===== src/verilog/soc_config.svh =====
`ifndef SOC_CONFIG_SVH
`define SOC_CONFIG_SVH

// Boot memory window
`define BOOT_BASE 32'h0201_0000
`define BOOT_ADDR_BITS 15
`define BOOT_WORDS 8192 // 32-bit words

// Gamepad register, one word
`define GAMEPAD_BASE 32'h0200_0200
`define GAMEPAD_ADDR_BITS 2

// Scanner pacing
`define GP_TICK_DIV 1024 // clk_50mhz cycles per tick
`define GP_BUTTONS 8 // Buttons per controller

`endif


===== src/verilog/soc_pkg.sv =====
package soc_pkg;

	typedef logic [31:0] axil_addr_t;
	typedef logic [31:0] axil_data_t;
	typedef logic [3:0] axil_strb_t;

	typedef enum logic [1:0] {
		resp_okay = 2'b00,
		resp_slverr = 2'b10,
		resp_decerr = 2'b11
	} axil_resp_e;

	typedef struct packed {
		axil_addr_t addr;
		logic valid;
	} axil_aw_t;

	typedef struct packed {
		axil_data_t data;
		axil_strb_t strb;
		logic valid;
	} axil_w_t;

	typedef struct packed {
		axil_resp_e resp;
		logic valid;
	} axil_b_t;

	typedef struct packed {
		axil_addr_t addr;
		logic valid;
	} axil_ar_t;

	typedef struct packed {
		axil_data_t data;
		axil_resp_e resp;
		logic valid;
	} axil_r_t;

	// Master to slave
	typedef struct packed {
		axil_aw_t aw;
		axil_w_t w;
		axil_ar_t ar;
		logic bready;
		logic rready;
	} axil_req_t;

	// Slave to master
	typedef struct packed {
		logic awready;
		logic wready;
		logic arready;
		axil_b_t b;
		axil_r_t r;
	} axil_rsp_t;

	typedef enum logic [1:0] {target_boot, target_gamepad, target_none} target_e;

	typedef enum logic [1:0] {scan_idle, scan_latch, scan_sample, scan_pulse} scan_state_e;

endpackage


===== src/verilog/gamepad_slave.sv =====
`include "soc_config.svh"

module gamepad_slave (
	input  logic                       clk_50mhz,
	input  logic                       resetn,
	input  soc_pkg::axil_req_t         req,
	output soc_pkg::axil_rsp_t         rsp,
	input  logic [2*`GP_BUTTONS-1:0]   buttons,
	input  logic                       buttons_valid
);
	import soc_pkg::*;

	logic rvalid;
	axil_data_t rdata;
	logic ar_fire;

	always_comb begin
		rsp = '0; // Writes are answered by the decoder
		rsp.arready = req.ar.valid && !rvalid;
		rsp.r.data = rdata;
		rsp.r.resp = resp_okay;
		rsp.r.valid = rvalid;
	end

	assign ar_fire = req.ar.valid && rsp.arready;

	always_ff @(posedge clk_50mhz) begin
		if (!resetn)
			rvalid <= 1'b0;
		else if (ar_fire)
			rvalid <= 1'b1;
		else if (rvalid && req.rready)
			rvalid <= 1'b0;
	end

	// Snapshot taken at the address, held under back-pressure
	always_ff @(posedge clk_50mhz) begin
		if (ar_fire)
			rdata <= {buttons_valid, {(31 - 2*`GP_BUTTONS){1'b0}}, buttons};
	end

endmodule


===== config.mk =====
export PLATFORM = sky130hd
export DESIGN_NAME = gamepad_slave
export DESIGN_NICKNAME = d
export VERILOG_FILES = /design/src/verilog/soc_pkg.sv /design/src/verilog/gamepad_slave.sv
export VERILOG_INCLUDE_DIRS = /design/src /design/src/verilog
export SDC_FILE = /design/constraint.sdc
export NUM_CORES = 1
export LEC_CHECK = 0
export BUFFER_PORTS_ARGS = -buffer_cell sky130_fd_sc_hd__clkbuf_2
export CAP_MARGIN = 20
export CORE_MARGIN = 2
export CORE_UTILIZATION = 20
export DETAILED_ROUTE_END_ITERATION = 6
export GPL_TIMING_DRIVEN = 0
export PLACE_DENSITY = 0.85
export SYNTH_ARGS = -nofsm -noshare
export SYNTH_HDL_FRONTEND = slang
export SYNTH_SLANG_ARGS = --single-unit

===== constraint.sdc =====
create_clock -name clk_50mhz -period 1.85 [get_ports clk_50mhz]
set_clock_uncertainty 0.15 [all_clocks]
set_input_delay 0.37 -clock clk_50mhz [delete_from_list [all_inputs] [get_ports clk_50mhz]]
set_output_delay 0.37 -clock clk_50mhz [all_outputs]
set_load 0.005 [all_outputs]

# [After elaboration in Yosys (flattened, before gate mapping)]
# Cells that the tools add are included.
[op_classes] mux=2 reduce_logical=5
[ops] op="$logic_and 1x1->1" n=3
[ops] op="$mux 1" n=2
[ops] op="$reduce_bool 2->1" n=1
[ops] op="$logic_not 1->1" n=1
[word_totals] regBits=18 inputBits=124 elab_cells=9 output_inout_bits=41

# [Logic depth before layout (Yosys ltp)]
[depth] depth_word=4 depth_mapped=2

# [Least setup slack after synthesis]
# OpenSTA, ideal clock, no wires.
[synth_timing] kind="input to output" start="input port req[2] (netlist name)" end="output port rsp[38] (netlist name)" n_path_buf=1 path_slack_ns=-0.124 stages=2 arrival_ns=1.454 cell_sequence="nor2b_1 > buf_4"
[synth_rtl] item="start: declaration" line_no="gamepad_slave.sv:6" text="input soc_pkg::axil_req_t req,"
[synth_rtl] item="end: declaration" line_no="gamepad_slave.sv:7" text="output soc_pkg::axil_rsp_t rsp,"

==> results_dict.tcl <==
set metrics [dict create \
    outcome "finished, final reports clean" \
    start_util_pct 20.4 \
    hp-class "in2reg" \
    synth_seq_cells 18 \
    io_buffers 39 \
    num_vias 485 \
    end_kind "output port" \
    vias_per_cell 3.05 \
    clock_sinks 18 \
    insertion_delay_ns 0.24 \
    yosysTopAreaCell "edfxtp_1" \
    slew_viol_final 0 \
    whs_ns 0.144 \
    cts_tree "built" \
    drc 0 \
    grt_pass1_vias 479 \
    worst-r2r-setup-slack_ns 0.66 \
    syn_inst 46 \
    max_freq_mhz 686 \
    n_antenna_cell 0 \
    syn_to_final_growth_pct 53.7 \
    wirelength_mm 1.42 \
    drive_gt1_share_pct 61.3 \
    grt_start_max_net_pins 18 \
    drv_cap 0 \
    crit_required_ns 1.33 \
    period_share_pct 78.8 \
    grtUsageTotal_pct 6.95 \
    p_leak_uw 0.000581 \
    finalSetupViolations 0 \
    synthTopCellsByArea "edfxtp_1, buf_4, dfxtp_1, o211a_1, nor2b_1" \
    postLayoutCellArea_um2 1130 \
    ys_warn_count 0 \
    syn-cell-area_um2 734 \
    core.rowCount 22 \
    crit_arrival_ns 0.94 \
    die-area_um2 4170 \
    cts_max_path_buffers 2 \
    num_io_pins 165 \
    rsz0062_at_grt "false" \
    finish.utilization_pct 31.3 \
    seq_area_um2 531 \
    finalWeightedCongestion 0.643 \
    hold_viol 0 \
    htree_levels 1 \
    nFillCells 396 \
    clkTransAtPathRegs_ns 0.06 \
    antenna_found_initial 0 \
    grt_overflow 0 \
    synth_cell_types 7 \
    cts_inserted_buffers 3 \
    synth.avg_cell_area_um2 16.0 \
    irDropWorstVdd_mv 0.435 \
    layout_commonest_cell "clkbuf_2" \
    coreArea_um2 3610 \
    fp.dieH_um 64.6 \
    clockRootBuffer "clkbuf_8" \
    period_needed_ns 1.46 \
    wl_per_cell_um 8.92 \
    mostFrequentLayoutCells "clkbuf_2, buf_4, conb_1" \
    yosysTopAreaCellShare_pct 69.5 \
    worst-path-max-fanout 4 \
    startpoint_type "flop" \
    ant_nets 0 \
    dr.pass1.iters 2 \
    die_w_um 64.6 \
    dp_hpwl_mm 1.19 \
    crit_type "reg2out" \
    drt_iter0_markers 2 \
    dpl-instance-area_um2 1070 \
    nets 236 \
    power_density_nw_per_um2 767 \
    multiInputGateArea_um2 110 \
    synth-seq-area-share_pct 72.2 \
    grt_pass1_wl_mm 2.12 \
]
cell families (layout without fill, tap and decap cells):
| kind of cell | count (synthesis) | in the layout | synth area share, % |
|---|---|---|---|
| simple gates | 2 | 2 | 1.36 |
| compound gates | 1 | 1 | 1.36 |
| buf+inv | 24 | 68 | 24.5 |
| other cells | 1 | 22 | 0.511 |
| flops | 18 | 18 | 72.2 |
sequential cells by signal, summed over array words and instances (netlist names):
| signal | cells |
|---|---|
| rdata | 17 |
| rvalid | 1 |
metrics by stage:
| stage | TNS, ns | std cells | power (uW) | worst slack, ns |
|---|---|---|---|---|
| 3_5_place_dp | -0.153 | 154 | 606 | -0.153 |
| 4_1_cts | 0 | 159 | 879 | 0.375 |
| 3_3_place_gp | -0.120 | 154 | 602 | -0.120 |
| 6_report | 0 | 159 | 865 | 0.392 |
| 2_1_floorplan | 0 | 67 | 554 | 0.210 |
| 5_1_grt | 0 | 159 | 907 | 0.327 |
where the power goes:
group | internal, uW | switching, uW
clock | 147 | 117
sequential | 476 | 8.27
combinational | 68.6 | 48.2
path summary, 6_finish.rpt:
kind                                     from   endpoint  cells after the start
worst max register to register         rvalid   rdata[2]                      2
worst min register to register         rvalid     rvalid                      2
worst max-delay path                   rvalid    rsp[38]                      3
worst min-delay path            buttons_valid  rdata[31]                      1
worst max-delay path: stages, from the launching register on:
cell      delay [ns]
dfxtp_1         0.41
nor2b_4         0.06
buf_4           0.12
clkbuf_2        0.10
synthesized netlist by cell type:
cell type and n:
nand2_1 1, conb_1 1, edfxtp_1 17, dfxtp_1 1, o211a_1 1, buf_4 24
nor2b_1 1
layout make-up:
class | instances | share of cell area [%]
plain buffers | 24 | 16.0
clock buffers | 3 | 3.66
clock inverters | 1 | 0.333
multi-input cells | 25 | 9.76
flip-flops and latches | 18 | 47.0
well taps | 48 | 5.32
repair buffers | 40 | 18.0
timing repair:
action | in CTS | in global routing
endpoints found under the setup margin | 1 | 0
setup buffers | 1 | 0
hold buffers | 0 | 0
resized for setup | 1 | 0
endpoints found under the hold margin | 0 | 0
metal layers:
metal  GRT usage [%]  routed length (um)
met5               0                   0
met4            3.99                  14
met3            2.60                 140
met2            12.8                 800
met1            6.58                 462
No activity file was read; power rests on OpenSTA's default activity.
