--- src/verilog/soc_config.svh ---
`ifndef SOC_CONFIG_SVH
`define SOC_CONFIG_SVH

// Boot memory window
`define BOOT_BASE 32'h0201_0000
`define BOOT_ADDR_BITS 15
`define BOOT_WORDS 8192 // 32-bit words

// Gamepad register, one word
`define GAMEPAD_BASE 32'h0200_0200
`define GAMEPAD_ADDR_BITS 2

// Scanner pacing
`define GP_TICK_DIV 1024 // clk_50mhz cycles per tick
`define GP_BUTTONS 8 // Buttons per controller

`endif

--- src/verilog/soc_pkg.sv ---
package soc_pkg;

	typedef logic [31:0] axil_addr_t;
	typedef logic [31:0] axil_data_t;
	typedef logic [3:0] axil_strb_t;

	typedef enum logic [1:0] {
		resp_okay = 2'b00,
		resp_slverr = 2'b10,
		resp_decerr = 2'b11
	} axil_resp_e;

	typedef struct packed {
		axil_addr_t addr;
		logic valid;
	} axil_aw_t;

	typedef struct packed {
		axil_data_t data;
		axil_strb_t strb;
		logic valid;
	} axil_w_t;

	typedef struct packed {
		axil_resp_e resp;
		logic valid;
	} axil_b_t;

	typedef struct packed {
		axil_addr_t addr;
		logic valid;
	} axil_ar_t;

	typedef struct packed {
		axil_data_t data;
		axil_resp_e resp;
		logic valid;
	} axil_r_t;

	// Master to slave
	typedef struct packed {
		axil_aw_t aw;
		axil_w_t w;
		axil_ar_t ar;
		logic bready;
		logic rready;
	} axil_req_t;

	// Slave to master
	typedef struct packed {
		logic awready;
		logic wready;
		logic arready;
		axil_b_t b;
		axil_r_t r;
	} axil_rsp_t;

	typedef enum logic [1:0] {target_boot, target_gamepad, target_none} target_e;

	typedef enum logic [1:0] {scan_idle, scan_latch, scan_sample, scan_pulse} scan_state_e;

endpackage

--- src/verilog/axil_decoder.sv ---
`include "soc_config.svh"

module axil_decoder (
	input  logic               clk_50mhz,
	input  logic               resetn,
	input  soc_pkg::axil_req_t host_req,
	output soc_pkg::axil_rsp_t host_rsp,
	output soc_pkg::axil_req_t boot_req,
	input  soc_pkg::axil_rsp_t boot_rsp,
	output soc_pkg::axil_req_t pad_req,
	input  soc_pkg::axil_rsp_t pad_rsp
);
	import soc_pkg::*;

	localparam axil_addr_t boot_base = `BOOT_BASE;
	localparam axil_addr_t gamepad_base = `GAMEPAD_BASE;

	target_e aw_tgt;
	target_e w_tgt;
	target_e ar_tgt;
	target_e wr_tgt; // Held until the B transfer
	target_e rd_tgt; // Held until the R transfer
	logic aw_done;
	logic w_done;
	logic rd_done;
	logic loc_bvalid;
	logic loc_rvalid;
	logic w_open;
	logic aw_fire;
	logic w_fire;
	logic b_fire;
	logic ar_fire;
	logic r_fire;

	function automatic target_e decode(input axil_addr_t addr);
		if (addr[31:`BOOT_ADDR_BITS] == boot_base[31:`BOOT_ADDR_BITS])
			return target_boot;
		if (addr[31:`GAMEPAD_ADDR_BITS] == gamepad_base[31:`GAMEPAD_ADDR_BITS])
			return target_gamepad;
		return target_none;
	endfunction

	assign aw_tgt = decode(host_req.aw.addr);
	assign ar_tgt = decode(host_req.ar.addr);
	assign w_tgt = aw_done ? wr_tgt : aw_tgt; // Pending aw address is stable, so W may go early
	assign w_open = host_req.w.valid && !w_done && (aw_done || host_req.aw.valid);

	always_comb begin
		boot_req = '0;
		pad_req = '0;
		boot_req.aw.addr = host_req.aw.addr;
		boot_req.aw.valid = host_req.aw.valid && !aw_done && aw_tgt == target_boot;
		boot_req.w.data = host_req.w.data;
		boot_req.w.strb = host_req.w.strb;
		boot_req.w.valid = w_open && w_tgt == target_boot;
		boot_req.bready = host_req.bready && aw_done && wr_tgt == target_boot;
		boot_req.ar.addr = host_req.ar.addr;
		boot_req.ar.valid = host_req.ar.valid && !rd_done && ar_tgt == target_boot;
		boot_req.rready = host_req.rready && rd_done && rd_tgt == target_boot;
		pad_req.ar.addr = host_req.ar.addr; // Gamepad only ever sees reads
		pad_req.ar.valid = host_req.ar.valid && !rd_done && ar_tgt == target_gamepad;
		pad_req.rready = host_req.rready && rd_done && rd_tgt == target_gamepad;
	end

	always_comb begin
		host_rsp = '0;
		host_rsp.awready = host_req.aw.valid && !aw_done &&
			(aw_tgt == target_boot ? boot_rsp.awready : 1'b1);
		host_rsp.wready = w_open && (w_tgt == target_boot ? boot_rsp.wready : 1'b1);
		case (ar_tgt)
			target_boot: host_rsp.arready = host_req.ar.valid && !rd_done && boot_rsp.arready;
			target_gamepad: host_rsp.arready = host_req.ar.valid && !rd_done && pad_rsp.arready;
			default: host_rsp.arready = host_req.ar.valid && !rd_done;
		endcase
		if (aw_done && wr_tgt == target_boot) begin
			host_rsp.b = boot_rsp.b;
		end else begin
			host_rsp.b.valid = loc_bvalid;
			host_rsp.b.resp = (wr_tgt == target_gamepad) ? resp_slverr : resp_decerr;
		end
		if (rd_done && rd_tgt == target_boot) begin
			host_rsp.r = boot_rsp.r;
		end else if (rd_done && rd_tgt == target_gamepad) begin
			host_rsp.r = pad_rsp.r;
		end else begin
			host_rsp.r.valid = loc_rvalid;
			host_rsp.r.resp = resp_decerr; // Data stays zero
		end
	end

	assign aw_fire = host_req.aw.valid && host_rsp.awready;
	assign w_fire = host_req.w.valid && host_rsp.wready;
	assign b_fire = host_rsp.b.valid && host_req.bready;
	assign ar_fire = host_req.ar.valid && host_rsp.arready;
	assign r_fire = host_rsp.r.valid && host_req.rready;

	always_ff @(posedge clk_50mhz) begin
		if (!resetn) begin
			aw_done <= 1'b0;
			w_done <= 1'b0;
			loc_bvalid <= 1'b0;
			wr_tgt <= target_none;
		end else if (b_fire) begin
			aw_done <= 1'b0;
			w_done <= 1'b0;
			loc_bvalid <= 1'b0;
		end else begin
			if (aw_fire) begin
				aw_done <= 1'b1;
				wr_tgt <= aw_tgt;
			end
			if (w_fire)
				w_done <= 1'b1;
			// Local answer once both halves are in
			if ((aw_done || aw_fire) && (w_done || w_fire) && w_tgt != target_boot)
				loc_bvalid <= 1'b1;
		end
	end

	always_ff @(posedge clk_50mhz) begin
		if (!resetn) begin
			rd_done <= 1'b0;
			loc_rvalid <= 1'b0;
			rd_tgt <= target_none;
		end else if (r_fire) begin
			rd_done <= 1'b0;
			loc_rvalid <= 1'b0;
		end else if (ar_fire) begin
			rd_done <= 1'b1;
			rd_tgt <= ar_tgt;
			loc_rvalid <= ar_tgt == target_none;
		end
	end

endmodule

--- config.mk ---
export PLATFORM = sky130hd
export DESIGN_NAME = axil_decoder
export DESIGN_NICKNAME = d
export VERILOG_FILES = /design/src/verilog/soc_pkg.sv /design/src/verilog/axil_decoder.sv
export VERILOG_INCLUDE_DIRS = /design/src /design/src/verilog
export SDC_FILE = /design/constraint.sdc
export NUM_CORES = 1
export LEC_CHECK = 0
export BUFFER_PORTS_ARGS = -buffer_cell sky130_fd_sc_hd__buf_2
export CORE_AREA = 8 8 166 168
export CTS_CLUSTER_SIZE = 8
export DETAILED_ROUTE_END_ITERATION = 10
export DIE_AREA = 0 0 174 176
export GPL_ROUTABILITY_DRIVEN = 1
export SLEW_MARGIN = 20
export SYNTH_ARGS = -nofsm -noshare
export SYNTH_HDL_FRONTEND = slang
export SYNTH_SLANG_ARGS = --single-unit
--- constraint.sdc ---
create_clock -name clk_50mhz -period 3.3 [get_ports clk_50mhz]
set_clock_uncertainty 0.05 [all_clocks]
set_input_delay 0.66 -clock clk_50mhz [delete_from_list [all_inputs] [get_ports clk_50mhz]]
set_output_delay 0.66 -clock clk_50mhz [all_outputs]
set_load 0.01 [all_outputs]
# Yosys cells after proc, flatten, opt, wreduce, memory -nomap -nowiden
# Index checks and enable logic that the tools add are counted.
# word_totals
register_bits,9
latch_bits,0
inputBits,189
n_memories,0
mem_bits_rw,0
output_inout_bits,251
romBits,0
# classes
mux,23
n_lt_le_gt_ge,0
n_reduce_logical,43
eq_ne,8
multipliers,0
bitwise_logic,3
div_mod_pow,0
shifts,0
add_sub_neg,0
# op_table
op,count
$eq A30 B24 Y1 const B,2
$mux W35,1
$eq A17 B11 Y1 const B,2
$mux W32,1
$logic_and A1 B1 Y1,27
$mux W2,9
$logic_not A2 Y1,5
$mux W1,9
$eq A2 B1 Y1 const B,3
$mux W3,2
$reduce_and A2 Y1,2
$reduce_or A2 Y1,2
$logic_not A1 Y1,3
$logic_or A1 B1 Y1,3
$not A1 Y1,3
$eq A2 B2 Y1 const B,1
$pmux W1 S2,1
$reduce_bool A2 Y1,1

# Logic depth before layout (Yosys ltp)
# depth
word_depth,13
ltp_mapped,6
mapped_depth_nobuf,5

# Worst setup path after synthesis
# No wires, ideal clock.
# synth_timing
kind,input-to-output
startpoint,input host_req[97] in the netlist's numbering
endpoint,output boot_req[35] in the netlist's numbering
path_stages,4
arrival_time_ns,1.720
path_slack_ns,0.870
cell_sequence,nor4b_1 > and4_1 > a31oi_1 > nor4b_1
# synth_rtl
element,line_no,rtl
from (decl),axil_decoder.sv:6,"input soc_pkg::axil_req_t host_req,"
to (decl),axil_decoder.sv:8,"output soc_pkg::axil_req_t boot_req,"

==> results.md <==
Placed design:
- The half-perimeter wire length after placement is 11.4 mm.
- The routability congestion estimate is 0.800.
- Input and output buffers added on the ports amount to 281.

Drt:
- For this run, the detailed router's first-pass iteration total came to 4.
- The count of nets left with antenna violations after detail routing is 0.
- Dividing the detail-routed wire length by the instance count gives 14.6 µm.
- The detailed router finished its first iteration with 76 violations.
- In the routed design, unresolved DRC markers number 0.
- The average via count per standard cell is 3.20.
- The number of vias after detailed routing is 2679.
- The routed wire length is 12.2 mm.

Power and ir drop:
- The worst-case IR drop observed on VDD is 0.000101 V.
- The switching part of the total is 38.1%.
- The switching component of the power is 259 µW.
- The sequential group share of total power is 18.8%.
- Cell internal power was estimated by the tool at 420 µW.
- Dividing total power by cell area gives a power density of 206 nW/µm².
- The design draws 679 µW.
- Per report_power, the combinational group accounts for 49.2% of the total.
- Per report_power, the clock group accounts for 31.9% of the total.
- The analysis attributes to cell leakage a power of 0.00185 µW.

Layout:
- The area of all sequential standard cells is 180 µm².
- Of the cells placed in the final design, the portion with a size suffix greater than 1 is 58.8%.
- In the layout the commonest cells are 281 x buf_2, 71 x conb_1, 32 x a22o_1.
- The multi-input combinational cell area is 1140 µm².
- The layout has 2891 filler cells.
- The library cell used most frequently in the layout, excluding fill and tap cells, is buf_2.
- The growth of design area from synthesis to finish is 25.5%.
- The final net count is 697.

Clocking:
- After clock tree synthesis, the clock-pin slew on the worst setup and hold paths is 0.04 ns.
- The number of buffers created by CTS is 3.
- The number of sinks on the clock net is 9.
- The deepest level of the CTS H-tree is 1.
- The tree is rooted in a clkbuf_16.
- The number of setup buffers added after CTS is 0.
- The clock reaches the later pin of the worst-skew pair after 0.23 ns.
- The number of buffers on the longest clock path is 2.
- In this run, post-CTS repair resized a total of 0 instances.
- For this design, the CTS-stage hold fixing added 0 buffers.
- TritonCTS built the clock tree.

Critical path:
- The type of element capturing the critical path is a primary output.
- The critical path launch point type is an input port.
- At the worst endpoint, the required time is 2.59 ns.
- The maximum fanout encountered on the critical timing path is 3.
- The worst path arrival time is 2.16 ns.
- The critical path start-end classification is input port to primary output.
- Measured in cells, the most critical reg-to-reg path has a length of 5.

Die:
- The floorplan has 58 rows.
- The region available for standard cell placement spans 24800 µm².
- The floorplan die area is 30600 µm².
- 440 I/O pins were placed.
- The floorplan step set the die width to 174 µm.
- From bottom edge to top edge, the die measures 176 µm.
- The initial core utilization is 10.6%.

Logic synthesis:
- The top flip-flop cell by instance count after synthesis is dfxtp_1.
- The mean cell area of the mapped netlist is 7.40 µm².
- The synthesized instance count is 355.
- The number of warning messages in the yosys log is 0.
- The sequential area share after synthesis is 6.85%.
- Synthesis inferred 9 register bits.
- Synthesis instantiated 38 different standard cells from the library.
- The count of flip-flops with a built-in enable after synthesis is 0.
- The total standard cell area after synthesis is 2630 µm².
- After synthesis, the share of flip-flops with an asynchronous set or reset is 0%.

Timing:
- The maximum frequency from static timing analysis is 348 MHz.
- Setup repair after global routing left no endpoint under its margin.
- The number of hold violations in the final report is 0.
- The total negative slack for setup checks is 0 ns.
- Subtracting the final worst setup slack from the clock period gives 2.87 ns.
- The portion of the clock cycle consumed by the worst path in the final layout is 87.0%.
- The final number of max-transition violations came to 0.
- The number of setup violations in the final report is 0.

Global routing:
- The total routing usage reported by global routing is 7.01%.
- The number of antenna violations at the first check in global routing is 2.
- The total overflow left after global routing is 0.
- The first global-routing pass estimated 17.0 mm of wire.
- The via count of the first global-routing pass came to 2895.
- The maximum number of pins on one net before global-route repair is 34.

Min path:
- The worst hold path passes through 2 cells.
- The classification of the worst-slack hold path is flop to flop.

Run status:
- The run finished with clean final reports.

Flow run:
- The tool flagged a number of max-cap violations equal to 0.
[sequential cells by signal, summed over array words and instances, names as in the netlist]
name / cells
w_done: 1
wr_tgt: 2
rd_done: 1
loc_rvalid: 1
rd_tgt: 2
aw_done: 1
loc_bvalid: 1
[critical path, stage by stage]
cell and delay (ns):
buf_2 0.10, nor4b_1 0.32, buf_4 0.17, and4_1 0.25
nand2_1 0.09, o31ai_1 0.30, nor3b_1 0.09, buf_2 0.17
[cell type report]
class,count,area share (%)
inverters,7,0.797
diodes,1,0.0759
multi-input cells,199,34.5
flip-flops and latches,9,5.46
well taps,330,12.5
repair buffers,288,44.2
clock buffers,4,2.39
[power by group through the flow]
| stage | clock [µW] | sequential, µW | combinational [µW] |
|---|---|---|---|
| after floorplan | 0 | 127 | 329 |
| after global placement | 0 | 130 | 333 |
| after detailed placement | 0 | 130 | 335 |
| after CTS | 224 | 128 | 336 |
| after global routing | 233 | 130 | 365 |
| final | 217 | 128 | 334 |
[Yosys cell counts (4+ instances only)]
cell      count  share of area [%]
nor4b_1       4                1.3
dfxtp_1       9                6.9
a21oi_1       7                1.3
nand2_1      18                2.6
o21ai_1       4               0.76
inv_1         6               0.86
clkbuf_1      6               0.86
a22o_1       32                 11
nor4_1       10                2.4
nor2_1       11                1.6
a31oi_1       4               0.95
buf_4       203                 58
[path summary, 6_finish.rpt]
check                       startpoint                      to  slack [ns]
setup / recovery          host_req[97]            host_rsp[39]        0.43
hold / removal     w_done$_SDFFE_PP0P_     w_done$_SDFFE_PP0P_        0.42
setup reg to reg  aw_done$_SDFFE_PP0P_  wr_tgt[0]$_SDFFE_PN0P_        1.50
hold reg to reg    w_done$_SDFFE_PP0P_     w_done$_SDFFE_PP0P_        0.42
[stage by stage]
stage                     area [µm²]  setup slack (ns)  hold WS, ns  utilization [%]  std cells
after floorplan                 2890             0.870        0.402                -        425
after global placement          3220             0.433        0.422             13.0        833
after detailed placement        3220             0.395        0.421             13.0        833
after CTS                       3300             0.387        0.426             13.3        837
after global routing            3300             0.251        0.464             13.3        837
final                           3300             0.430        0.423             13.3        838
[cell families after synthesis]
family	synth area share [%]
compound gates	17.0
buf+inv	60.0
flops	6.85
mux	1.57
other cells	0.143
simple gates	14.4
[layer usage]
layer	part of all wire (%)	track usage, %	vias up
li1	-	-	1249
met1	38	7.10	1163
met2	48	12.5	230
met3	10	2.95	35
met4	3.6	3.06	2
met5	0.11	0	-
Note: power is estimated with default switching activity, not from simulation.
