`config.mk`:
```
export PLATFORM = sky130hd
export DESIGN_NAME = gamepad_scanner
export DESIGN_NICKNAME = d
export VERILOG_FILES = /design/src/verilog/soc_pkg.sv /design/src/verilog/gamepad_scanner.sv
export VERILOG_INCLUDE_DIRS = /design/src /design/src/verilog
export SDC_FILE = /design/constraint.sdc
export NUM_CORES = 1
export LEC_CHECK = 0
export BUFFER_PORTS_ARGS = -buffer_cell sky130_fd_sc_hd__buf_2
export CAP_MARGIN = 10
export CORE_ASPECT_RATIO = 0.75
export CORE_MARGIN = 1.5
export CORE_UTILIZATION = 55
export CTS_CLUSTER_SIZE = 14
export DETAILED_ROUTE_END_ITERATION = 8
export GPL_TIMING_DRIVEN = 1
export PLACE_DENSITY = 0.85
export SLEW_MARGIN = 20
export SYNTH_ARGS = -nofsm -noshare
export SYNTH_HDL_FRONTEND = slang
export SYNTH_SLANG_ARGS = --single-unit
```
`constraint.sdc`:
```
create_clock -name clk_50mhz -period 4.2 [get_ports clk_50mhz]
set_clock_uncertainty 0.1 [all_clocks]
set_input_delay 0.42 -clock clk_50mhz [delete_from_list [all_inputs] [get_ports clk_50mhz]]
set_output_delay 0.42 -clock clk_50mhz [all_outputs]
set_load 0.01 [all_outputs]
```
`src/verilog/soc_config.svh`:
```
`ifndef SOC_CONFIG_SVH
`define SOC_CONFIG_SVH

// Boot memory window
`define BOOT_BASE 32'h0201_0000
`define BOOT_ADDR_BITS 15
`define BOOT_WORDS 8192 // 32-bit words

// Gamepad register, one word
`define GAMEPAD_BASE 32'h0200_0200
`define GAMEPAD_ADDR_BITS 2

// Scanner pacing
`define GP_TICK_DIV 1024 // clk_50mhz cycles per tick
`define GP_BUTTONS 8 // Buttons per controller

`endif

```
`src/verilog/soc_pkg.sv`:
```
package soc_pkg;

	typedef logic [31:0] axil_addr_t;
	typedef logic [31:0] axil_data_t;
	typedef logic [3:0] axil_strb_t;

	typedef enum logic [1:0] {
		resp_okay = 2'b00,
		resp_slverr = 2'b10,
		resp_decerr = 2'b11
	} axil_resp_e;

	typedef struct packed {
		axil_addr_t addr;
		logic valid;
	} axil_aw_t;

	typedef struct packed {
		axil_data_t data;
		axil_strb_t strb;
		logic valid;
	} axil_w_t;

	typedef struct packed {
		axil_resp_e resp;
		logic valid;
	} axil_b_t;

	typedef struct packed {
		axil_addr_t addr;
		logic valid;
	} axil_ar_t;

	typedef struct packed {
		axil_data_t data;
		axil_resp_e resp;
		logic valid;
	} axil_r_t;

	// Master to slave
	typedef struct packed {
		axil_aw_t aw;
		axil_w_t w;
		axil_ar_t ar;
		logic bready;
		logic rready;
	} axil_req_t;

	// Slave to master
	typedef struct packed {
		logic awready;
		logic wready;
		logic arready;
		axil_b_t b;
		axil_r_t r;
	} axil_rsp_t;

	typedef enum logic [1:0] {target_boot, target_gamepad, target_none} target_e;

	typedef enum logic [1:0] {scan_idle, scan_latch, scan_sample, scan_pulse} scan_state_e;

endpackage

```
`src/verilog/gamepad_scanner.sv`:
```
`include "soc_config.svh"

module gamepad_scanner (
	input  logic                       clk_50mhz,
	input  logic                       resetn,
	input  logic [1:0]                 pad_data,
	output logic [1:0]                 pad_latch,
	output logic [1:0]                 pad_clk,
	output logic [2*`GP_BUTTONS-1:0]   buttons,
	output logic                       buttons_valid
);
	import soc_pkg::*;

	localparam int div_bits = $clog2(`GP_TICK_DIV);
	localparam int cnt_bits = $clog2(`GP_BUTTONS);
	localparam logic [cnt_bits-1:0] last_bit = cnt_bits'(`GP_BUTTONS - 1);

	logic [div_bits-1:0] div_cnt;
	logic tick;
	scan_state_e state;
	logic [cnt_bits-1:0] bit_cnt;
	logic [`GP_BUTTONS-1:0] work0; // Controller 0 shift register
	logic [`GP_BUTTONS-1:0] work1;

	assign tick = div_cnt == div_bits'(`GP_TICK_DIV - 1);
	assign pad_latch = {2{state == scan_latch}};
	assign pad_clk = {2{state == scan_pulse}};

	always_ff @(posedge clk_50mhz) begin
		if (!resetn) begin
			div_cnt <= '0;
			state <= scan_idle;
			bit_cnt <= '0;
			buttons_valid <= 1'b0;
		end else begin
			div_cnt <= tick ? '0 : div_cnt + 1'b1;
			if (tick) begin
				case (state)
					scan_idle: state <= scan_latch;
					scan_latch: begin
						state <= scan_sample;
						bit_cnt <= '0;
					end
					scan_sample: state <= scan_pulse;
					scan_pulse: begin
						bit_cnt <= bit_cnt + 1'b1;
						if (bit_cnt == last_bit) begin
							state <= scan_idle;
							buttons_valid <= 1'b1; // First full scan done
						end else begin
							state <= scan_sample;
						end
					end
					default: state <= scan_idle;
				endcase
			end
		end
	end

	always_ff @(posedge clk_50mhz) begin
		// Sample at the end of the low tick, first bit ends up in bit 0
		if (tick && state == scan_sample) begin
			work0 <= {~pad_data[0], work0[`GP_BUTTONS-1:1]};
			work1 <= {~pad_data[1], work1[`GP_BUTTONS-1:1]};
		end
		if (tick && state == scan_pulse && bit_cnt == last_bit)
			buttons <= {work1, work0};
	end

endmodule

```
Word level (Yosys, flattened, before mapping)
Index checks and enable logic that the tools add are counted.
Storage, ports and cells
  word-level logic and storage cells: 28
  memories: 0
  bits in read-only memories: 0
  register bits: 48
  input port bits: 4
  bits in latches: 0
  RAM bits: 0
Operators by class
  divide/modulo/power cells: 0
  bitwise operators: 3
  multiply operators: 0
  reductions and logical operators: 8
  magnitude comparators: 0
  $add $sub $neg: 2
  mux-type cells: 3
  equality and inequality tests: 5
  shift operators: 0
Operators by type and width (count)
  $add 10x1->10 const B: 1
  $eq 10x10->1 const B: 1
  $pmux 2 s4: 1
  $pmux 3 s2: 1
  $eq 2x2->1 const B: 2
  $add 3x1->3 const B: 1
  $eq 3x3->1 const B: 1
  $logic_and 1x1->1: 3
  $not 1->1: 3
  $reduce_and 3->1: 1
  $eq 2x1->1 const B: 1
  $logic_not 2->1: 1
  $mux 2: 1
  $reduce_and 2->1: 1
  $reduce_bool 2->1: 1
  $reduce_or 2->1: 1

Longest topological paths before layout
Gate-level depths: netlist of run 1.
  depth in word-level cells: 3
  mapped depth: 5
  gate-level depth less buffers: 5

Least setup slack after synthesis of run 1
No wires, ideal clock.
  kind: register -> register
  start point: reg div_cnt[0]
  end point: reg buttons[0] (enable)
  data arrival time: 2.456 ns
  cell stages (with the launch flop): 4
  path slack: 1.210 ns
  setup time: 0.434 ns
  clock period less this slack: 2.990 ns
  cell sequence: dfxtp_1 > ha_1 > nand3_4 > nor4_1
On the way
  longest elaborated chain between the ends: 3
RTL lines
  from (decl): RTL line gamepad_scanner.sv:18  | logic [div_bits-1:0] div_cnt;
  from (signal assigned): RTL line gamepad_scanner.sv:36  | div_cnt <= tick ? '0 : div_cnt + 1'b1;
  $eq 10x10->1: RTL line gamepad_scanner.sv:25  | assign tick = div_cnt == div_bits'(`GP_TICK_DIV - 1);
  $logic_and 1x1->1 (2 in series): RTL line gamepad_scanner.sv:66  | if (tick && state == scan_pulse && bit_cnt == last_bit)
  to (signal assigned): RTL line gamepad_scanner.sv:67  | buttons <= {work1, work0};
  to (decl): RTL line gamepad_scanner.sv:9  | output logic [2*`GP_BUTTONS-1:0] buttons,
Every way passes these cells.
A chain may end at the register's enable or synchronous reset.

Worst setup path in the final report of run 1
  start point: reg div_cnt[0]
  end point: reg work0[6] (enable)
On the way
  longest elaborated chain between the ends: 2
RTL lines
  $eq 10x10->1: RTL line gamepad_scanner.sv:25
  $logic_and 1x1->1: RTL line gamepad_scanner.sv:62  | if (tick && state == scan_sample) begin
  to (signal assigned): RTL line gamepad_scanner.sv:63  | work0 <= {~pad_data[0], work0[`GP_BUTTONS-1:1]};
  to (decl): RTL line gamepad_scanner.sv:22  | logic [`GP_BUTTONS-1:0] work0;
Every way passes these cells.

==> reports/results.ini, run 1 <==
[placed_design]
dp_slack_ns=1.49
dp.cells=175
dp_hpwl_um=1920
gp_congestion=0.803
port_buffers=24

[logic_synthesis]
ys_seq_elements=48
synthDistinctLibCells=34
syn-cell-area_mm2=0.00175
syn_avg_cell_area_um2=15.1
ys_warn_count=0
synthCells=116
yosysSeqAreaShare_pct=73.3
syn_nets=123

[timing]
drv_slew=0
period_minus_slack_ns=2.40
slew_headroom_pct=47.9
tightest_slew_ns=0.780
rsz0062_at_grt=no
max_freq_ghz=0.417
hold_ws_ns=0.261
setup_slack_ns=1.80
hold_violations=0
setup_viol=0
tns_ns=0
period_share_pct=57.1

[hold_path]
hp-class=input port to flip-flop
worstHoldPathCells=2
worstHoldEndpoint=work1[7]
min_from=pad_data[1]

[critical_path]
crit_path_start_kind=flip-flop
critPathKind=flip-flop to flip-flop
rr_endpoint=work0[6]
cp-startpoint=div_cnt[0]
required_ns=4.03
endpoint_kind=flip-flop
arrival_ns=2.23
reg2reg_from=div_cnt[0]
r2r_slack_ns=1.80
crit_fanout=16
r2r_cells=4

[cts]
cts_buffer_depth=2
path_clk_slew_ns=0.08
root_buffer=clkbuf_8
postCtsResizedCells=0
clock_latency_ns=0.30
ctsHoldBuffers=0
cts_buffers=5
cts_tree=yes
postCtsSetupBuffers=0
clock-sinks=48
cts_max_level=2

[grt]
grt_pass1_vias=914
grt_pass1_wl_um=4180
track_usage_pct=17.7
grt_antenna_before_repair=0
grt_overflow=0
grt_max_degree=18

[die]
rows=17
die_w_um=68.1
io_pins=25
die_y_um=51.8
initial_core_util_pct=58.7
coreArea_mm2=0.00298
die_area_mm2=0.00353

[cells_and_area]
layout_commonest_cell=edfxtp_1
diodes=0
fillCellCount=221
finish.utilization_pct=67.3
layout-drive-gt1-share_pct=29.0
instances_no_fill=183
fin_nets=151
syn_to_final_growth_pct=14.6
final_cell_mix=edfxtp_1, buf_2, dfxtp_1

[route]
drt_pass1_iterations=4
drc=0
drt_iter0_drc=79
wl_um=2680
vias=982
avgViaCountPerCell=5.37
drtAntennaViolNets=0
wl_per_cell_um=14.6

[status]
outcome=completed

[pwr]
p_per_area_mw_per_mm2=389
irDropWorstVdd_uv=267
p_leak_nw=0.731

[run]
cap_violations=0

==> cells by family (layout without fill, tap and decap cells) <==
| logic type | count (synthesis) | after routing | share of synthesized area, % |
|---|---|---|---|
| buf+inv | 8 | 37 | 2.22 |
| fa+ha+maj | 3 | 3 | 2.15 |
| flops | 48 | 48 | 73.3 |
| simple gates | 38 | 38 | 13.8 |
| compound gates | 12 | 12 | 4.72 |
| mux | 4 | 4 | 2.29 |
| xor+xnor | 3 | 3 | 1.50 |
==> state kept, by name, summed over array words and instances, names as in the netlist <==
name           cells
work0              8
state              2
buttons           16
bit_cnt            3
buttons_valid      1
work1              8
div_cnt           10
==> per-stage QoR <==
step | area (um2) | power, mW
after detailed placement | 1910 | 0.528
final | 2000 | 0.778
after floorplan | 1750 | 0.523
after global routing | 2000 | 0.803
after global placement | 1910 | 0.526
after CTS | 2000 | 0.783
==> worst max-delay path by stage <==
stage	to	slack (ns)	cells after the start
5_1_grt	work1[5]	1.65	4
2_1_floorplan	buttons[0]	1.21	3
3_3_place_gp	work0[0]	1.66	4
3_5_place_dp	work0[1]	1.49	4
4_1_cts	work1[6]	1.49	4
6_report	work0[6]	1.80	4
==> metal layers <==
metal	share of wire (%)	vias to the layer above	routed length, um	GRT usage [%]
li1	-	483	-	-
met1	39	461	1050	20.3
met2	52	32	1400	27.7
met3	6.6	6	177	9.09
met4	1.8	0	48	8.00
met5	0	-	0	0
==> layout make-up <==
type | instances | area [um2] | share of cell area (%)
well taps | 38 | 47.5 | 2.37
inverters | 4 | 15.0 | 0.750
flip-flops and latches | 48 | 1280 | 64.0
clock inverters | 3 | 17.5 | 0.874
repair buffers | 25 | 128 | 6.37
multi-input cells | 60 | 445 | 22.2
clock buffers | 5 | 68.8 | 3.44
==> worst max-delay path: stages (launching register included) <==
cell,delay [ns]
dfxtp_1,0.37
ha_1,0.34
nand3_4,0.15
or3_4,0.40
nor3b_4,0.67
==> power breakdown <==
part	leakage [nW]	total [mW]	switching [mW]	internal [mW]
Sequential	0.417	0.504	0.00387	0.501
Clock	0.0460	0.262	0.146	0.116
Combinational	0.268	0.0119	0.00696	0.00496
Total	0.731	0.778	0.157	0.622
==> synth_stat cells, drive strengths merged <==
| cell type | instances | area share, % |
|---|---|---|
| edfxtp | 32 | 55 |
| dfxtp | 16 | 18 |
| nand2 | 9 | 1.9 |
| nand3 | 9 | 3.3 |
| nor2 | 6 | 1.3 |
| or3 | 5 | 2.2 |
| inv | 4 | 0.86 |
| mux2i | 4 | 2.3 |
| a21oi | 3 | 0.86 |
| buf | 3 | 1.1 |
| ha | 3 | 2.1 |
| o21ai | 3 | 0.86 |
| nand4 | 2 | 1.6 |
| nor4 | 2 | 1.6 |
| xor2 | 2 | 1.0 |
| a211o | 1 | 0.57 |
| a31oi | 1 | 0.36 |
| a32o | 1 | 0.57 |
| and2 | 1 | 0.36 |
| and3 | 1 | 0.43 |
| clkbuf | 1 | 0.21 |
| nand3b | 1 | 0.43 |
| nor3 | 1 | 0.29 |
| nor3b | 1 | 0.43 |
| o21a | 1 | 0.43 |
| o221a | 1 | 0.64 |
| o31ai | 1 | 0.43 |
| xnor2 | 1 | 0.50 |
Power figures use the tool's default switching activity.
==> run 2: changes to the inputs <==
Settings changed: CORE_UTILIZATION 55 to 49, PLACE_DENSITY 0.85 to 0.81.
Clock period 4.2 ns to 1.94 ns, I/O delays scaled along.
==> reports/results.ini, run 2 (synthesis results as in run 1) <==
[critical_path]
crit_chain=ha_4, nand3_4, or3_4, nor3b_4, buf_12  ; was ha_1, nand3_4, or3_4, nor3b_4
critPathKind=flip-flop to flip-flop  ; unchanged
crit_path_start_kind=flip-flop  ; unchanged
worst_path_largest_cell_delay_ns=0.38  ; was 0.67 ns
arrival_ns=1.72  ; was 2.23 ns
required_ns=1.85  ; was 4.03 ns
slowest_stage=or3_4  ; was nor3b_4
crit_fanout=16  ; unchanged
endpoint_kind=flip-flop  ; unchanged

[grt]
grt_antenna_before_repair=0  ; unchanged
grt_overflow=0  ; unchanged
grt_pass1_vias=897  ; was 914
track_usage_pct=15.2  ; was 17.7%
grt_max_degree=18  ; unchanged
grt_pass1_wl_um=4260  ; was 4180 um

[die]
io_pins=25  ; unchanged
die_w_um=72.0  ; was 68.1 um
initial_core_util_pct=52.1  ; was 58.7%
die_y_um=54.7  ; was 51.8 um
die_area_mm2=0.00394  ; was 0.00353 mm2
rows=18  ; was 17
coreArea_mm2=0.00336  ; was 0.00298 mm2

[cells_and_area]
diodes=0  ; unchanged
regMostFlops=buttons  ; unchanged
layout_commonest_cell=edfxtp_1  ; unchanged
fin_nets=156  ; was 151
largest_reg_flops=16  ; unchanged
top_regs=buttons: 16 flops, div_cnt: 10 flops  ; unchanged
layout-drive-gt1-share_pct=34.7  ; was 29.0%
multiInputGateArea_um2=467  ; was 445 um2
instances_no_fill=190  ; was 183
fillCellCount=242  ; was 221
finish.utilization_pct=62.1  ; was 67.3%
final_cell_mix=edfxtp_1, buf_2, dfxtp_1  ; unchanged
register_area_mm2=0.00129  ; was 0.00128 mm2
syn_to_final_growth_pct=19.2  ; was 14.6%

[cts]
postCtsResizedCells=0  ; unchanged
cts_buffer_depth=2  ; unchanged
cts_max_level=2  ; unchanged
cts_tree=yes  ; unchanged
postCtsSetupBuffers=0  ; unchanged
cts_buffers=5  ; unchanged
path_clk_slew_ns=0.08  ; about the same
root_buffer=clkbuf_8  ; unchanged
clock_latency_ns=0.30  ; about the same
ctsHoldBuffers=0  ; unchanged
clock-sinks=48  ; unchanged

[timing]
tightest_slew_ns=0.408  ; was 0.780 ns
max_freq_ghz=0.552  ; was 0.417 GHz
hold_violations=0  ; unchanged
period_share_pct=93.4  ; was 57.1%
setup_slack_ns=0.129  ; was 1.80 ns
rsz0062_at_grt=no  ; unchanged
drv_slew=0  ; unchanged
slew_headroom_pct=72.6  ; was 47.9%
period_minus_slack_ns=1.81  ; was 2.40 ns
setup_viol=0  ; unchanged
tns_ns=0  ; unchanged

[placed_design]
dp_slack_ns=0.138  ; was 1.49 ns
gp_congestion=0.786  ; was 0.803
dp.cells=182  ; was 175
port_buffers=24  ; unchanged
dp_hpwl_um=1990  ; was 1920 um

[hold_path]
hp-class=input port to flip-flop  ; unchanged

[pwr]
finalPower_mw=1.67  ; was 0.778 mW
p_leak_nw=0.768  ; was 0.731 nW
p_seq_share_pct=65.2  ; was 64.8%
power.internal_mw=1.35  ; was 0.622 mW
comb_power_share_pct=1.8  ; was 1.5%
p_per_area_mw_per_mm2=804  ; was 389 mW/mm2
irDropWorstVdd_uv=531  ; was 267 uV
p_clk_share_pct=33.0  ; was 33.7%
p_sw_share_pct=19.6  ; was 20.1%
switchingPower_mw=0.328  ; was 0.157 mW

[route]
drt_iter0_drc=64  ; was 79
wl_um=2770  ; was 2680 um
drtAntennaViolNets=0  ; unchanged
avgViaCountPerCell=5.27  ; was 5.37
wl_per_cell_um=14.6  ; about the same
drt_pass1_iterations=4  ; unchanged
vias=1001  ; was 982
drc=0  ; unchanged

[run]
cap_violations=0  ; unchanged

[status]
outcome=completed  ; unchanged

## run 2: changes by cell type in the layout (fill, tap and decap cells not counted), sizes merged
cell / change
buf: +5
clkbuf: +1
clkinv: -1
clkinvlp: +1
inv: -1
## run 2: final cells by class
cell class	count	share of cell area [%]
well taps	40	2.40
clock buffers	6	3.48
multi-input cells	60	22.4
clock inverters	2	0.541
repair buffers	30	8.53
flip-flops and latches	48	61.9
inverters	4	0.721
## run 2: layer usage
| metal | vias up | GRT usage (%) | routed length (um) |
|---|---|---|---|
| met5 | - | 0 | 0 |
| met4 | 0 | 5.66 | 38 |
| met3 | 5 | 6.08 | 126 |
| met2 | 23 | 25.3 | 1380 |
| met1 | 475 | 18.1 | 1230 |
| li1 | 498 | - | - |
## run 2: worst max-delay path, delay by kind of cell (launching register included)
kind / cells / cell delay [ns]
and+or+nand+nor: 3 / 0.70
DFF: 1 / 0.37
adders and majority gates: 1 / 0.18
buffers and inverters: 1 / 0.18
## run 2: power by group through the flow
stage | combinational [mW] | clock (mW) | sequential [mW]
after global routing | 0.0350 | 0.606 | 1.09
final | 0.0299 | 0.553 | 1.09
after detailed placement | 0.0302 | 0 | 1.11
after CTS | 0.0301 | 0.571 | 1.09
after floorplan | 0.0226 | 0 | 1.11
after global placement | 0.0294 | 0 | 1.11
## run 2: metrics by stage
step | instance area (um2) | hold WS [ns]
floorplan | 1800 | 0.225
global placement | 2000 | 0.302
detailed placement | 2000 | 0.326
CTS | 2080 | 0.0170
global route | 2080 | 0.0258
finish | 2080 | 0.0254
## run 2: worst paths after layout
kind	cells past startpoint	start	slack (ns)	end
worst max-delay path	5	div_cnt[0]	0.13	work1[5]
worst min-delay path	2	pad_data[1]	0.03	work1[7]
worst max register to register	5	div_cnt[0]	0.13	work1[5]
worst min register to register	0	work0[0]	0.35	buttons[0]
==> run 3: changes to the inputs <==
Settings changed: CORE_UTILIZATION 49 to 52, CTS_BUF_LIST set to sky130_fd_sc_hd__clkbuf_8, PLACE_DENSITY 0.81 to 0.76.
==> reports/results.ini, run 3 (synthesis results as in run 1) <==
[status]
outcome=completed  ; unchanged

[cts]
clock_latency_ns=0.29  ; was 0.30 ns
root_buffer=clkbuf_8  ; unchanged
cts_buffers=5  ; unchanged
postCtsSetupBuffers=0  ; unchanged
clock-sinks=48  ; unchanged
cts_tree=yes  ; unchanged
cts_max_level=2  ; unchanged
postCtsResizedCells=0  ; unchanged
ctsHoldBuffers=0  ; unchanged
path_clk_slew_ns=0.08  ; about the same
cts_buffer_depth=2  ; unchanged

[grt]
grt-busiest-layer=met2  ; unchanged
grt_antenna_before_repair=0  ; unchanged
grt_pass1_vias=969  ; was 897
track_usage_pct=15.5  ; was 15.2%
grtUsageMet1_pct=19.7  ; was 18.1%
grt_overflow=0  ; unchanged
use_met3_pct=5.14  ; was 6.08%
grt_max_degree=18  ; unchanged
use_met2_pct=24.4  ; was 25.3%
grt_pass1_wl_um=4310  ; was 4260 um

[placed_design]
dp_hpwl_um=1880  ; was 1990 um
gp_congestion=0.771  ; was 0.786
placed_area_mm2=0.00202  ; was 0.00200 mm2
dp_slack_ns=0.151  ; was 0.138 ns
dp.cells=183  ; was 182
port_buffers=24  ; unchanged

[cells_and_area]
fin_area_mm2=0.00212  ; was 0.00208 mm2
largest_reg_flops=16  ; unchanged
fin_nets=157  ; was 156
syn_to_final_growth_pct=21.1  ; was 19.2%
top_regs=buttons: 16 flops, div_cnt: 10 flops  ; unchanged
instances_no_fill=191  ; was 190
layout-drive-gt1-share_pct=36.4  ; was 34.7%
layout_commonest_cell=edfxtp_1  ; unchanged
regMostFlops=buttons  ; unchanged
diodes=0  ; unchanged
finish.utilization_pct=65.3  ; was 62.1%
final_cell_mix=edfxtp_1, buf_2, dfxtp_1  ; unchanged

[critical_path]
arrival_ns=1.70  ; was 1.72 ns
required_ns=1.84  ; was 1.85 ns
crit_path_start_kind=flip-flop  ; unchanged
endpoint_kind=flip-flop  ; unchanged
crit_fanout=16  ; unchanged
critPathKind=flip-flop to flip-flop  ; unchanged

[die]
die_w_um=69.9  ; was 72.0 um
coreArea_mm2=0.00324  ; was 0.00336 mm2
rows=18  ; unchanged
initial_core_util_pct=53.9  ; was 52.1%
io_pins=25  ; unchanged
die_y_um=53.2  ; was 54.7 um
die_area_mm2=0.00372  ; was 0.00394 mm2

[run]
cap_violations=0  ; unchanged

[pwr]
p_leak_nw=0.781  ; was 0.768 nW
p_per_area_mw_per_mm2=812  ; was 804 mW/mm2
finalPower_mw=1.72  ; was 1.67 mW
irDropWorstVdd_uv=598  ; was 531 uV

[route]
drc=0  ; unchanged
wl_per_cell_um=14.0  ; was 14.6 um
drt_iter0_drc=48  ; was 64
drt_pass1_iterations=4  ; unchanged
avgViaCountPerCell=5.29  ; was 5.27
drtAntennaViolNets=0  ; unchanged
vias=1011  ; was 1001
wl_um=2670  ; was 2770 um

[timing]
hold_violations=0  ; unchanged
tns_ns=0  ; unchanged
period_minus_slack_ns=1.80  ; was 1.81 ns
drv_slew=0  ; unchanged
setup_viol=0  ; unchanged
setup_slack_ns=0.138  ; was 0.129 ns
rsz0062_at_grt=no  ; unchanged
tightest_slew_ns=0.485  ; was 0.408 ns
slew_headroom_pct=67.4  ; was 72.6%
period_share_pct=92.9  ; was 93.4%
max_freq_ghz=0.555  ; was 0.552 GHz
hold_ws_ns=0.0473  ; was 0.0254 ns

[hold_path]
hp-class=input port to flip-flop  ; unchanged

[run 3: cell count changes in the layout (fill, tap and decap cells not counted), sizes merged]
cell | previous run | this run
clkinv | 1 | 0
clkinvlp | 1 | 2
buf | 30 | 31
[run 3: final cells by class]
| cell class | count | area, um2 |
|---|---|---|
| clock buffers | 6 | 82.6 |
| clock inverters | 2 | 15.0 |
| fillers | 246 | 1130 |
| inverters | 4 | 15.0 |
| multi-input cells | 60 | 467 |
| flip-flops and latches | 48 | 1290 |
| well taps | 40 | 50.0 |
| repair buffers | 31 | 198 |
[run 3: where the power goes]
| part | switching [mW] | total (mW) | leakage (nW) | internal, mW |
|---|---|---|---|---|
| clock | 0.305 | 0.593 | 0.0434 | 0.288 |
| sequential | 0.00852 | 1.09 | 0.419 | 1.08 |
| combinational | 0.0190 | 0.0348 | 0.318 | 0.0157 |
[run 3: worst paths after layout]
path / to / depth (start not counted) / from / slack, ns
max: work1[6] / 5 / div_cnt[1] / 0.14
max reg2reg: work1[6] / 5 / div_cnt[1] / 0.14
min reg2reg: buttons[8] / 0 / work1[0] / 0.33
min: work1[7] / 2 / pad_data[1] / 0.05
[run 3: worst max-delay path: stages, from the launching register on]
cell,delay [ns]
dfxtp_2,0.36
ha_4,0.18
nand3_4,0.08
or3_4,0.38
nor3b_4,0.24
buf_12,0.17
[run 3: layer usage]
metal	vias to the layer above	wire, um
met5	-	0
met3	4	148
li1	495	-
met4	0	14
met2	33	1290
met1	479	1220
